--- src/hdl/uart_frame_pkg.sv ---
package uart_frame_pkg;

	// Data bits in one 8N1 frame.
	localparam int DATA_BITS = 8;

	// Transmit sequencer states.
	typedef enum logic [2:0] {
		TX_IDLE,
		TX_FETCH,
		TX_START,
		TX_DATA,
		TX_STOP
	} tx_state_t;

	// Receive sequencer states.
	typedef enum logic [1:0] {
		RX_IDLE,
		RX_START,
		RX_DATA,
		RX_STOP
	} rx_state_t;

endpackage

--- src/hdl/uart_host_pkg.sv ---
package uart_host_pkg;

	// Host request opcodes.
	typedef enum logic [1:0] {
		OP_TX_WRITE = 2'd0,
		OP_RX_READ  = 2'd1,
		OP_STATUS   = 2'd2,
		OP_CLEAR    = 2'd3
	} host_op_t;

	// Bit positions in the status byte.
	localparam int STAT_TX_FULL  = 0;
	localparam int STAT_RX_EMPTY = 1;
	localparam int STAT_OVERRUN  = 2;
	localparam int STAT_FRAMING  = 3;
	localparam int STAT_TX_BUSY  = 4;

endpackage

--- src/hdl/byte_fifo_if.sv ---
`timescale 1ns/1ps

interface byte_fifo_if;

	logic       push;
	logic [7:0] push_data;
	logic       full;
	logic       pop;
	logic [7:0] pop_data;
	logic       empty;

	// Producer side.
	modport writer (output push, output push_data, input full);

	// Consumer side.
	modport reader (output pop, input pop_data, input empty);

	modport fifo (
		input  push, push_data, pop,
		output full, pop_data, empty
	);

endinterface

--- src/hdl/byte_fifo.sv ---
`timescale 1ns/1ps

module byte_fifo #(
	parameter int FIFO_DEPTH = 16
) (
	input  logic     i_clock,
	input  logic     i_rst_n,
	byte_fifo_if.fifo io_bus
);

	localparam int ADDR_W = $clog2(FIFO_DEPTH);

	logic [7:0]      mem [FIFO_DEPTH];
	logic [ADDR_W:0] wr_ptr;
	logic [ADDR_W:0] rd_ptr;
	logic [ADDR_W:0] rd_next;
	logic            do_push;
	logic            do_pop;

	// Extra pointer bit tells full from empty.
	assign io_bus.empty = (wr_ptr == rd_ptr);
	assign io_bus.full  = (wr_ptr[ADDR_W] != rd_ptr[ADDR_W]) &&
		(wr_ptr[ADDR_W-1:0] == rd_ptr[ADDR_W-1:0]);

	assign do_push = io_bus.push && !io_bus.full;
	assign do_pop  = io_bus.pop && !io_bus.empty;
	assign rd_next = rd_ptr + {{ADDR_W{1'b0}}, do_pop};

	always_ff @(posedge i_clock or negedge i_rst_n) begin
		if (!i_rst_n) begin
			wr_ptr <= '0;
			rd_ptr <= '0;
		end else begin
			wr_ptr <= wr_ptr + {{ADDR_W{1'b0}}, do_push};
			rd_ptr <= rd_next;
		end
	end

	always_ff @(posedge i_clock) begin
		if (do_push)
			mem[wr_ptr[ADDR_W-1:0]] <= io_bus.push_data;
	end

	// Registered head. A push into an empty FIFO bypasses the array.
	always_ff @(posedge i_clock) begin
		if (do_push && (wr_ptr[ADDR_W-1:0] == rd_next[ADDR_W-1:0]))
			io_bus.pop_data <= io_bus.push_data;
		else
			io_bus.pop_data <= mem[rd_next[ADDR_W-1:0]];
	end

endmodule

--- src/hdl/uart_host_front.sv ---
`timescale 1ns/1ps

module uart_host_front
	import uart_host_pkg::*;
(
	input  logic         i_clock,
	input  logic         i_rst_n,
	input  logic         i_request,
	input  host_op_t     i_opcode,
	input  logic [7:0]   i_wdata,
	input  logic         i_frame_err,
	input  logic         i_overrun,
	input  logic         i_tx_busy,
	output logic         o_ready,
	output logic [7:0]   o_rdata,
	byte_fifo_if.writer  tx_bus,
	byte_fifo_if.reader  rx_bus
);

	typedef enum logic {
		FRONT_IDLE,
		FRONT_ACK
	} front_state_t;

	front_state_t state;
	logic         accept;
	logic         overrun_flag;
	logic         framing_flag;
	logic [7:0]   status;

	// A write is held off while the tx FIFO is full.
	assign accept = (state == FRONT_IDLE) && i_request &&
		((i_opcode != OP_TX_WRITE) || !tx_bus.full);

	assign o_ready = (state == FRONT_ACK);

	always_comb begin
		status = '0;
		status[STAT_TX_FULL]  = tx_bus.full;
		status[STAT_RX_EMPTY] = rx_bus.empty;
		status[STAT_OVERRUN]  = overrun_flag;
		status[STAT_FRAMING]  = framing_flag;
		status[STAT_TX_BUSY]  = i_tx_busy;
	end

	always_ff @(posedge i_clock or negedge i_rst_n) begin
		if (!i_rst_n) begin
			state       <= FRONT_IDLE;
			tx_bus.push <= 1'b0;
			rx_bus.pop  <= 1'b0;
			o_rdata     <= '0;
		end else begin
			tx_bus.push <= 1'b0;
			rx_bus.pop  <= 1'b0;
			state       <= accept ? FRONT_ACK : FRONT_IDLE;
			if (accept) begin
				case (i_opcode)
					OP_TX_WRITE: tx_bus.push <= 1'b1;
					OP_RX_READ: begin
						rx_bus.pop <= !rx_bus.empty;
						o_rdata    <= rx_bus.empty ? 8'h00 : rx_bus.pop_data;
					end
					OP_STATUS: o_rdata <= status;
					default: o_rdata <= '0;
				endcase
			end
		end
	end

	always_ff @(posedge i_clock) begin
		if (accept && (i_opcode == OP_TX_WRITE))
			tx_bus.push_data <= i_wdata;
	end

	// Sticky flags. A new error beats a clear in the same cycle.
	always_ff @(posedge i_clock or negedge i_rst_n) begin
		if (!i_rst_n) begin
			overrun_flag <= 1'b0;
			framing_flag <= 1'b0;
		end else begin
			if (accept && (i_opcode == OP_CLEAR)) begin
				overrun_flag <= 1'b0;
				framing_flag <= 1'b0;
			end
			if (i_overrun)
				overrun_flag <= 1'b1;
			if (i_frame_err)
				framing_flag <= 1'b1;
		end
	end

endmodule

--- src/hdl/uart_serializer.sv ---
`timescale 1ns/1ps

module uart_serializer
	import uart_frame_pkg::*;
#(
	parameter int CLOCK_FREQ = 50_000_000,
	parameter int BAUD_RATE  = 115_200
) (
	input  logic        i_clock,
	input  logic        i_rst_n,
	output logic        o_tx,
	output logic        o_busy,
	byte_fifo_if.reader fifo_bus
);

	localparam int CLKS_PER_BIT = CLOCK_FREQ / BAUD_RATE;
	localparam int CNT_W        = $clog2(CLKS_PER_BIT);
	localparam int IDX_W        = $clog2(DATA_BITS);

	tx_state_t            state;
	logic [CNT_W-1:0]     baud_cnt;
	logic [IDX_W-1:0]     bit_idx;
	logic [DATA_BITS-1:0] shift_reg;
	logic                 bit_done;

	assign bit_done = (baud_cnt == CNT_W'(CLKS_PER_BIT - 1));

	// Head byte leaves the FIFO during FETCH.
	assign fifo_bus.pop = (state == TX_FETCH);
	assign o_busy       = (state != TX_IDLE);

	always_ff @(posedge i_clock or negedge i_rst_n) begin
		if (!i_rst_n) begin
			state    <= TX_IDLE;
			baud_cnt <= '0;
			bit_idx  <= '0;
			o_tx     <= 1'b1;
		end else begin
			// Bit timer restarts with every frame.
			if ((state == TX_IDLE) || (state == TX_FETCH) || bit_done)
				baud_cnt <= '0;
			else
				baud_cnt <= baud_cnt + 1'b1;

			case (state)
				TX_IDLE: begin
					if (!fifo_bus.empty)
						state <= TX_FETCH;
				end
				TX_FETCH: begin
					o_tx  <= 1'b0;
					state <= TX_START;
				end
				TX_START: begin
					if (bit_done) begin
						o_tx    <= shift_reg[0];
						bit_idx <= '0;
						state   <= TX_DATA;
					end
				end
				TX_DATA: begin
					if (bit_done) begin
						if (bit_idx == IDX_W'(DATA_BITS - 1)) begin
							o_tx  <= 1'b1;
							state <= TX_STOP;
						end else begin
							o_tx    <= shift_reg[0];
							bit_idx <= bit_idx + 1'b1;
						end
					end
				end
				TX_STOP: begin
					// Go straight to the next byte if one is waiting.
					if (bit_done)
						state <= fifo_bus.empty ? TX_IDLE : TX_FETCH;
				end
				default: state <= TX_IDLE;
			endcase
		end
	end

	// LSB first.
	always_ff @(posedge i_clock) begin
		if (state == TX_FETCH)
			shift_reg <= fifo_bus.pop_data;
		else if (bit_done && ((state == TX_START) || (state == TX_DATA)))
			shift_reg <= shift_reg >> 1;
	end

endmodule

--- src/hdl/uart_deserializer.sv ---
`timescale 1ns/1ps

module uart_deserializer
	import uart_frame_pkg::*;
#(
	parameter int CLOCK_FREQ = 50_000_000,
	parameter int BAUD_RATE  = 115_200
) (
	input  logic        i_clock,
	input  logic        i_rst_n,
	input  logic        i_rx,
	output logic        o_frame_err,
	output logic        o_overrun,
	byte_fifo_if.writer fifo_bus
);

	localparam int CLKS_PER_BIT = CLOCK_FREQ / BAUD_RATE;
	localparam int HALF_BIT     = CLKS_PER_BIT / 2;
	localparam int CNT_W        = $clog2(CLKS_PER_BIT);
	localparam int IDX_W        = $clog2(DATA_BITS);

	rx_state_t            state;
	logic [CNT_W-1:0]     baud_cnt;
	logic [IDX_W-1:0]     bit_idx;
	logic [DATA_BITS-1:0] shift_reg;
	logic                 rx_meta;
	logic                 rx_sync;
	logic                 rx_prev;
	logic                 bit_done;

	assign bit_done         = (baud_cnt == CNT_W'(CLKS_PER_BIT - 1));
	assign fifo_bus.push_data = shift_reg;

	// Two-flop synchronizer plus one flop for edge detection.
	always_ff @(posedge i_clock or negedge i_rst_n) begin
		if (!i_rst_n) begin
			rx_meta <= 1'b1;
			rx_sync <= 1'b1;
			rx_prev <= 1'b1;
		end else begin
			rx_meta <= i_rx;
			rx_sync <= rx_meta;
			rx_prev <= rx_sync;
		end
	end

	always_ff @(posedge i_clock or negedge i_rst_n) begin
		if (!i_rst_n) begin
			state         <= RX_IDLE;
			baud_cnt      <= '0;
			bit_idx       <= '0;
			fifo_bus.push <= 1'b0;
			o_frame_err   <= 1'b0;
			o_overrun     <= 1'b0;
		end else begin
			fifo_bus.push <= 1'b0;
			o_frame_err   <= 1'b0;
			o_overrun     <= 1'b0;
			case (state)
				RX_IDLE: begin
					baud_cnt <= '0;
					if (rx_prev && !rx_sync)
						state <= RX_START;
				end
				RX_START: begin
					// Recheck at mid start bit to reject glitches.
					if (baud_cnt == CNT_W'(HALF_BIT - 1)) begin
						baud_cnt <= '0;
						bit_idx  <= '0;
						state    <= rx_sync ? RX_IDLE : RX_DATA;
					end else begin
						baud_cnt <= baud_cnt + 1'b1;
					end
				end
				RX_DATA: begin
					if (bit_done) begin
						baud_cnt <= '0;
						if (bit_idx == IDX_W'(DATA_BITS - 1))
							state <= RX_STOP;
						else
							bit_idx <= bit_idx + 1'b1;
					end else begin
						baud_cnt <= baud_cnt + 1'b1;
					end
				end
				RX_STOP: begin
					if (bit_done) begin
						baud_cnt <= '0;
						state    <= RX_IDLE;
						if (!rx_sync)
							o_frame_err <= 1'b1;
						else if (fifo_bus.full)
							o_overrun <= 1'b1;
						else
							fifo_bus.push <= 1'b1;
					end else begin
						baud_cnt <= baud_cnt + 1'b1;
					end
				end
				default: state <= RX_IDLE;
			endcase
		end
	end

	// Data arrives LSB first.
	always_ff @(posedge i_clock) begin
		if ((state == RX_DATA) && bit_done)
			shift_reg <= {rx_sync, shift_reg[DATA_BITS-1:1]};
	end

endmodule

--- src/hdl/uart_top.sv ---
`timescale 1ns/1ps

module uart_top
	import uart_host_pkg::*;
#(
	parameter int CLOCK_FREQ = 50_000_000,
	parameter int BAUD_RATE  = 115_200,
	parameter int FIFO_DEPTH = 16
) (
	input  logic       i_clock,
	input  logic       i_rst_n,
	input  logic       i_request,
	input  logic [1:0] i_opcode,
	input  logic [7:0] i_wdata,
	input  logic       i_rx,
	output logic       o_ready,
	output logic [7:0] o_rdata,
	output logic       o_tx
);

	logic tx_busy;
	logic frame_err;
	logic overrun;

	byte_fifo_if tx_fifo_bus ();
	byte_fifo_if rx_fifo_bus ();

	byte_fifo #(
		.FIFO_DEPTH(FIFO_DEPTH)
	) tx_fifo (
		.i_clock(i_clock),
		.i_rst_n(i_rst_n),
		.io_bus (tx_fifo_bus)
	);

	byte_fifo #(
		.FIFO_DEPTH(FIFO_DEPTH)
	) rx_fifo (
		.i_clock(i_clock),
		.i_rst_n(i_rst_n),
		.io_bus (rx_fifo_bus)
	);

	uart_host_front host_front (
		.i_clock    (i_clock),
		.i_rst_n    (i_rst_n),
		.i_request  (i_request),
		.i_opcode   (host_op_t'(i_opcode)),
		.i_wdata    (i_wdata),
		.i_frame_err(frame_err),
		.i_overrun  (overrun),
		.i_tx_busy  (tx_busy),
		.o_ready    (o_ready),
		.o_rdata    (o_rdata),
		.tx_bus     (tx_fifo_bus),
		.rx_bus     (rx_fifo_bus)
	);

	uart_serializer #(
		.CLOCK_FREQ(CLOCK_FREQ),
		.BAUD_RATE (BAUD_RATE)
	) serializer (
		.i_clock (i_clock),
		.i_rst_n (i_rst_n),
		.o_tx    (o_tx),
		.o_busy  (tx_busy),
		.fifo_bus(tx_fifo_bus)
	);

	uart_deserializer #(
		.CLOCK_FREQ(CLOCK_FREQ),
		.BAUD_RATE (BAUD_RATE)
	) deserializer (
		.i_clock    (i_clock),
		.i_rst_n    (i_rst_n),
		.i_rx       (i_rx),
		.o_frame_err(frame_err),
		.o_overrun  (overrun),
		.fifo_bus   (rx_fifo_bus)
	);

endmodule

--- config.mk ---
export PLATFORM = sky130hd
export DESIGN_NAME = uart_top
export DESIGN_NICKNAME = d
export VERILOG_FILES = /design/src/hdl/uart_frame_pkg.sv /design/src/hdl/uart_host_pkg.sv /design/src/hdl/byte_fifo_if.sv /design/src/hdl/byte_fifo.sv /design/src/hdl/uart_host_front.sv /design/src/hdl/uart_serializer.sv /design/src/hdl/uart_deserializer.sv /design/src/hdl/uart_top.sv
export SDC_FILE = /design/constraint.sdc
export NUM_CORES = 1
export LEC_CHECK = 0
export BUFFER_PORTS_ARGS = -buffer_cell sky130_fd_sc_hd__buf_4
export CORE_MARGIN = 4
export CORE_UTILIZATION = 60
export DETAILED_ROUTE_END_ITERATION = 7
export MAX_ROUTING_LAYER = met4
export PLACE_DENSITY = 0.85
export SETUP_SLACK_MARGIN = 0.1
export SLEW_MARGIN = 20
export SYNTH_ARGS = -nofsm -noshare
export SYNTH_HDL_FRONTEND = slang
export SYNTH_SLANG_ARGS = --single-unit
export TNS_END_PERCENT = 20
--- constraint.sdc ---
create_clock -name i_clock -period 5.2 [get_ports i_clock]
set_input_delay 0.26 -clock i_clock [delete_from_list [all_inputs] [get_ports i_clock]]
set_output_delay 0.26 -clock i_clock [all_outputs]
set_load 0.005 [all_outputs]
==> results of run 1 <==
[metal layers]
metal  routed length [um]  global-route usage (%)  vias up  part of all wire, %
met2                14800                    39.0      302                   53
met4                  661                    6.17        0                  2.3
met1                11100                    30.6     3780                   39
met3                 1580                    3.65       47                  5.6
met5                    0                       -        -                    0
li1                     -                       -     3122                    -
[synth_stat cells (2+ instances only)]
master,count,share of area (%)
nand4b_1,4,0.25
nand2_1,21,0.56
a22o_1,6,0.37
nor3_1,16,0.57
mux2i_1,8,0.57
a31oi_1,3,0.13
and4b_1,2,0.14
or2_2,3,0.13
nand4bb_1,2,0.16
and2_1,6,0.27
mux4_2,65,10
buf_2,8,0.28
clkbuf_1,20,0.53
xnor2_1,20,1.2
inv_1,14,0.37
edfxtp_1,280,60
a21oi_1,7,0.25
nand2b_1,8,0.36
mux2_2,7,0.56
dfrtp_1,65,12
ha_1,21,1.9
mux2_4,2,0.21
nor3b_1,2,0.11
a32o_1,2,0.14
nand3_1,18,0.64
nand3b_1,2,0.11
nand4_1,7,0.31
a22oi_1,15,0.80
o21ai_0,5,0.18
buf_1,3,0.080
a221o_1,12,0.85
nor2b_1,8,0.36
and3_1,6,0.27
xor2_1,16,1.0
and4_1,2,0.12
nor2_1,63,1.7
o21a_1,2,0.11
dfstp_2,4,0.75
dfxtp_1,8,1.1
[logic make-up after synthesis]
logic type               synth area share (%)
flip-flops                               73.3
buffers and inverters                    1.35
adder cells (fa/ha/maj)                  1.87
multiplexers                             11.8
AO/OA/AOI/OAI                            3.21
XOR/XNOR                                 2.24
AND/OR/NAND/NOR                          6.28
[how the worst max path moves through the flow]
stage | to | slack [ps]
floorplan | tx_fifo.mem[0][0] | 3020
global placement | tx_fifo.mem[0][4] | 2460
detailed placement | tx_fifo.mem[15][3] | 2520
CTS | tx_fifo.mem[7][4] | 2500
global route | tx_fifo.mem[15][0] | 2340
finish | tx_fifo.mem[15][0] | 2500
[layout by cell type, fill, tap and decap left out, types with 6 or more instances in the layout]
cell	count
a21oi_1	7
a221o_1	12
a22o_1	6
a22oi_1	15
and2_1	6
and3_1	6
buf_4	29
clkbuf_1	11
clkbuf_16	37
dfrtp_1	65
dlygate4sd3_1	10
edfxtp_1	280
ha_1	21
inv_1	14
mux2_2	7
mux2i_1	8
mux4_2	65
nand2_1	21
nand2b_1	8
nand3_1	18
nand4_1	7
nor2_1	63
nor2b_1	8
nor3_1	12
xnor2_1	20
xor2_1	16
[final cells by class]
cell class	count	area (um^2)
Clock buffer	49	981
Clock inverter	14	136
Fill cell	1401	7080
Inverter	14	52.6
Multi-Input combinational cell	371	3580
Sequential cell	357	10300
Tap cell	313	392
Timing Repair Buffer	39	318
[through the flow]
stage	setup WS [ps]	std cells	util [%]	total power (W)	hold slack, ps
final	2500	1157	69.0	0.00638	171
after global routing	2340	1157	69.0	0.00663	202
after CTS	2500	1157	69.0	0.00642	154
after detailed placement	2520	1084	63.7	0.00398	348
after global placement	2460	1084	63.6	0.00393	347
after floorplan	3020	774	-	0.00383	-35.6
[report_power, final]
part / total [W] / internal [W] / switching (W) / leakage [nW]
clock network: 0.00245 / 0.00143 / 0.00102 / 0.540
registers: 0.00336 / 0.00316 / 0.000203 / 3.49
logic: 0.000570 / 0.000344 / 0.000226 / 1.46
total: 0.00638 / 0.00493 / 0.00145 / 5.49
[repair_timing]
action                    CTS  global route
hold buffers               10             0
gates resized for setup     0             0
hold endpoints to repair   74             0
buffers inserted            0             0
[critical path, delay by kind of cell (launching register included)]
family                    cells  cell delay [ps]
and+or+nand+nor               4             1550
DFF                           1              650
xor gates and xnor gates      1              120
==> results.py, run 1 <==
metrics = {
    "sta": {
        "rsz0062_at_grt": "false",
        "fin_crit_sh_pct": 51.9,
        "fmax_ghz": 0.370,
        "period_needed_ps": 2700,
        "max_slew_margin_pct": 24.7,
        "fin_worst_skew_ps": 27.4,
        "setup-violations-final": 0,
        "fin_tns_setup_ps": 0,
        "worstMarginPinSlew_ps": 1130,
        "hold_viol": 0,
        "slew_violations": 0,
    },
    "setup_path": {
        "end_kind": "register",
        "worst_path_max_delay_cell": "nor2_1",
        "cpMostUsedCell": "nand4_1",
        "worstPathMaxFanout": 11,
        "start_kind": "register",
        "reg2reg_from": "tx_fifo.wr_ptr[2]",
        "ff2ff_path_depth": 5,
        "crit_required_ps": 5320,
        "rr_endpoint": "tx_fifo.mem[15][0]",
        "crit_type": "register to register",
        "critPathMaxStageDelay_ps": 870,
        "reg2reg_slack_ps": 2500,
        "cp.arrival_ps": 2820,
        "crit_start": "tx_fifo.wr_ptr[2]",
        "path_cells": "xnor2_1, nand4_1, nand2b_1, nand4_1, nor2_1",
    },
    "clocking": {
        "numClockSinks": 357,
        "clk_latency_ps": 520,
        "clk_pin_slew_ps": 60,
        "cts_max_level": 2,
        "cts_tree": "built",
        "cts_made_buffers": 36,
        "clockBufferDepth": 3,
        "root_buffer": "clkbuf_16",
    },
    "route": {
        "drt-total-wl_um": 28200,
        "detail_route.iter0.violations": 625,
        "viasPerCell": 6.27,
        "drt.antenna.violating_nets": 0,
        "remaining_drc_errors": 0,
        "vias": 7251,
        "post_drt_wl_per_cell_um": 24.4,
        "drtPass1Iterations": 5,
    },
    "hold_path": {
        "hold_path_depth": 3,
        "whs_endpoint": "host_front.framing_flag",
        "hp-class": "input port to register",
        "hp-start": "i_opcode[1]",
    },
    "yosys": {
        "syn_avg_cell_area_um2": 18.2,
        "synth_nets": 809,
        "async_flop_share_pct": 19.3,
        "yosys_warnings": 0,
        "synth_cell_types": 50,
        "synth_seq_cells": 357,
        "syn_area_um2": 14100,
        "synth-main-ff-cell": "edfxtp_1",
        "synthCells": 774,
        "synth.yosys.seq_area_share_pct": 73.3,
        "synth-edff-count": 280,
    },
    "placement": {
        "port_buffers": 23,
        "place_area_um2": 14500,
        "post-dp-hpwl_um": 16700,
        "gp_congestion": 0.812,
    },
    "global_routing": {
        "antenna_found_initial": 0,
        "track_usage_pct": 23.3,
        "grt_pass1_wl_um": 45000,
        "overflow": 0,
        "grt_pass1_vias": 7587,
        "grt_max_degree": 70,
    },
    "die": {
        "design.core.area_um2": 22800,
        "die_height_um": 161,
        "initial_core_util_pct": 61.5,
        "rows": 55,
        "die-area_um2": 25900,
        "ios": 24,
        "dieWidth_um": 161,
    },
    "run": {
        "maxCapViolations": 0,
    },
    "layout": {
        "n_antenna_cell": 0,
        "final_cell_area_um2": 15800,
        "fin_nets": 854,
        "synthToLayoutAreaGrowth_pct": 12.2,
        "drive_gt1_share_pct": 19.9,
    },
    "power": {
        "peakVddDrop_v": 0.000449,
        "p_per_area_nw_per_um2": 405,
        "p_leak_nw": 5.49,
    },
    "run_status": {
        "status": "completed",
    },
}
No activity file was read; power rests on OpenSTA's default activity.
==> inputs of run 2 (changes only) <==
Settings changed: ABC_AREA set to 1, CORE_UTILIZATION 60 to 56, PLACE_DENSITY 0.85 to 0.83.
Clock period 5.2 ns to 2.25 ns, I/O delays scaled along.
==> run 2 against run 1 <==
  * Sequential share of layout area shrank 3.9 points
  * The run now ends with setup timing left
  * Total power grew to 2.6 times the previous value
  * Synthesized area grew 5.3%
  * Register-to-register slack lost 2500 ps
  * Core utilization shrank 4.7 points
  * Wire length grew 16%
  * Final area grew 6.3%
  * Sequential power grew 130%
  * Sequential cell count is the same
  * Critical path depth grew 4
  * Die area grew 12%
  * Worst setup slack lost 2500 ps
==> results.py, run 2 <==
metrics = {
    "run_status": {
        "status": "finished, violations left",
        "violations": "setup timing",
    },
    "yosys": {
        "synth-edff-count": 280,
        "synth_seq_cells": 357,
        "netlist.area_leader.share_pct": 56.8,
        "synthTopCellsByCount": "337 x nand2_1, 280 x edfxtp_1, 152 x nand3_1",
        "synth_top_family_by_area": "simple AND/OR/NAND/NOR gates",
        "yosysMostFrequentCell": "nand2_1",
        "synth-compound-area-share_pct": 4.51,
        "synth-xor-area-share_pct": 1.36,
        "yosys_warnings": 0,
        "synth_area_leader_cell": "edfxtp_1",
        "async_flop_share_pct": 19.3,
        "synthCells": 1333,
        "synth_nets": 1368,
        "synth_fa_ha_area_share_pct": 1.78,
        "synth.yosys.seq_area_share_pct": 69.6,
        "synth-main-ff-cell": "edfxtp_1",
        "synth_mux_area_share_pct": 0,
        "synth-simple-area-share_pct": 17.9,
        "synthTopCellsByArea": "edfxtp_1 57%, dfrtp_1 11%, nand2_1 8.5%, nand3_1 5.1%, nor2_1 3.0%",
        "syn_area_um2": 14800,
        "synth_cell_types": 32,
        "syn_avg_cell_area_um2": 11.1,
    },
    "route": {
        "viasPerCell": 5.78,
        "post_drt_wl_per_cell_um": 18.7,
        "drt-total-wl_um": 32700,
        "remaining_drc_errors": 0,
        "drt.antenna.violating_nets": 0,
        "vias": 10126,
        "drtPass1Iterations": 5,
        "detail_route.iter0.violations": 1184,
    },
    "die": {
        "ios": 24,
        "die-area_um2": 29100,
        "design.core.area_um2": 26100,
        "rows": 59,
        "initial_core_util_pct": 56.8,
        "die_height_um": 171,
        "dieWidth_um": 171,
    },
    "global_routing": {
        "track_usage_pct": 23.1,
        "overflow": 0,
        "grt_max_degree": 70,
        "grt_pass1_vias": 9870,
        "grt_pass1_wl_um": 51500,
        "antenna_found_initial": 0,
    },
    "setup_path": {
        "end_kind": "register",
        "worst_path_max_delay_cell": "nor2_1",
        "critPathMaxStageDelay_ps": 600,
        "cp_top_family": "simple AND/OR/NAND/NOR gates",
        "ff2ff_path_depth": 9,
        "reg2reg_slack_ps": -30,
        "crit_required_ps": 2390,
        "path_cells": "xor2_1, nor2_2, nand2_1, nor2_1, inv_1, nand2_1, inv_2, nand2_1, nor2_1",
        "reg2reg_from": "tx_fifo.wr_ptr[0]",
        "cp_num_buf_inv": 2,
        "rr_endpoint": "tx_fifo.mem[0][3]",
        "cp.arrival_ps": 2410,
        "crit_type": "register to register",
        "cpMostUsedCell": "nand2_1",
        "start_kind": "register",
        "worstPathMaxFanout": 8,
    },
    "power": {
        "p_leak_nw": 6.73,
        "p_per_area_nw_per_um2": 997,
        "peakVddDrop_v": 0.000830,
    },
    "sta": {
        "slew_violations": 0,
        "worstMarginPinSlew_ps": 857,
        "period_needed_ps": 2280,
        "setup-violations-final": 22,
        "fin_ws_ps": -28.0,
        "max_slew_margin_pct": 42.9,
        "fin_worst_skew_ps": 11.0,
        "fmax_ghz": 0.439,
        "rsz0062_at_grt": "true",
        "hold_viol": 0,
        "fin_crit_sh_pct": 101,
    },
    "placement": {
        "place_ws_ps": 72.1,
        "gp_congestion": 0.929,
        "post-dp-hpwl_um": 20000,
        "port_buffers": 23,
    },
    "clocking": {
        "clk_pin_slew_ps": 70,
        "root_buffer": "clkbuf_16",
        "numClockSinks": 357,
        "cts_setup_buffers": 0,
        "cts_made_buffers": 35,
        "clockBufferDepth": 3,
        "cts_max_level": 2,
        "clk_latency_ps": 510,
        "cts_tree": "built",
    },
    "layout": {
        "drive_gt1_share_pct": 9.59,
        "n_antenna_cell": 0,
        "mostFrequentLayoutCells": "337 x nand2_1, 280 x edfxtp_1, 148 x nand3_1, 119 x inv_1, 107 x nor2_1",
        "layout_commonest_cell": "nand2_1",
        "post-route-util_pct": 64.3,
        "fin_nets": 1427,
        "synthToLayoutAreaGrowth_pct": 13.3,
    },
    "run": {
        "maxCapViolations": 0,
    },
    "hold_path": {
        "whs_endpoint": "host_front.overrun_flag",
        "hp-start": "i_opcode[1]",
        "hold_path_depth": 5,
        "hp-class": "input port to register",
    },
}
==> run 2: area by class of cell <==
cell class | count | area, um^2
Clock inverter | 10 | 82.6
Multi-Input combinational cell | 802 | 3860
Tap cell | 335 | 419
Clock buffer | 53 | 1030
Timing Repair Buffer | 70 | 591
Fill cell | 1780 | 9300
Sequential cell | 357 | 10300
Inverter | 126 | 473
==> run 2: worst max-delay path by stage <==
stage	startpoint	end	slack (ps)	depth (start not counted)
4_1_cts	tx_fifo.wr_ptr[3]	tx_fifo.mem[3][2]	70	9
5_1_grt	tx_fifo.wr_ptr[0]	tx_fifo.mem[4][2]	-190	9
3_3_place_gp	tx_fifo.wr_ptr[0]	tx_fifo.mem[3][3]	120	9
2_1_floorplan	rx_fifo.wr_ptr[2]	rx_fifo.mem[1][0]	410	8
6_report	tx_fifo.wr_ptr[0]	tx_fifo.mem[0][3]	-30	9
3_5_place_dp	tx_fifo.rd_ptr[4]	tx_fifo.mem[11][1]	70	7
==> run 2: report_power, final <==
part	total [W]	switching, W	internal, W
registers	0.00777	0.000310	0.00746
logic	0.00327	0.00223	0.00104
clock network	0.00566	0.00237	0.00328
total	0.0167	0.00492	0.0118
==> run 2: tightest hold or removal path: cells and delay by family <==
kind / cells / cell delay, ps
adder cells (fa/ha/maj): 1 / 130
AND/OR/NAND/NOR: 3 / 200
buffers and inverters: 1 / 90
==> run 2: metrics by stage <==
step	TNS [ps]	cell area, um^2	hold slack, ps	power, W	std cells
after floorplan	0	14800	-183	0.00996	1333
after global placement	0	15500	222	0.0108	1679
after detailed placement	0	15500	224	0.0110	1679
after CTS	0	16700	55.0	0.0166	1753
after global routing	-13530	16800	93.9	0.0174	1753
final	-249	16800	70.5	0.0167	1753
==> run 2: what timing repair did <==
item                       4_1_cts  5_1_grt
resized for setup                1       22
setup endpoints to repair       22      183
hold endpoints to repair        75        0
pin swaps                        0        2
hold buffers                    11        0
==> run 2: per-layer routing <==
metal | share of wire, % | up-vias | wire length [um] | GRT usage (%)
met5 | 0 | - | 0 | -
met4 | 3.1 | 0 | 1000 | 7.64
met3 | 8.6 | 97 | 2830 | 3.74
met2 | 49 | 549 | 15900 | 36.8
met1 | 40 | 4843 | 13000 | 31.0
li1 | - | 4637 | - | -
==> run 2: cells by family (layout without fill, tap and decap cells) <==
logic type               Yosys count  after routing
XOR/XNOR                          23             23
flip-flops                       357            357
AO/OA/AOI/OAI                    119            119
AND/OR/NAND/NOR                  639            639
buffers and inverters            174            259
adder cells (fa/ha/maj)           21             21
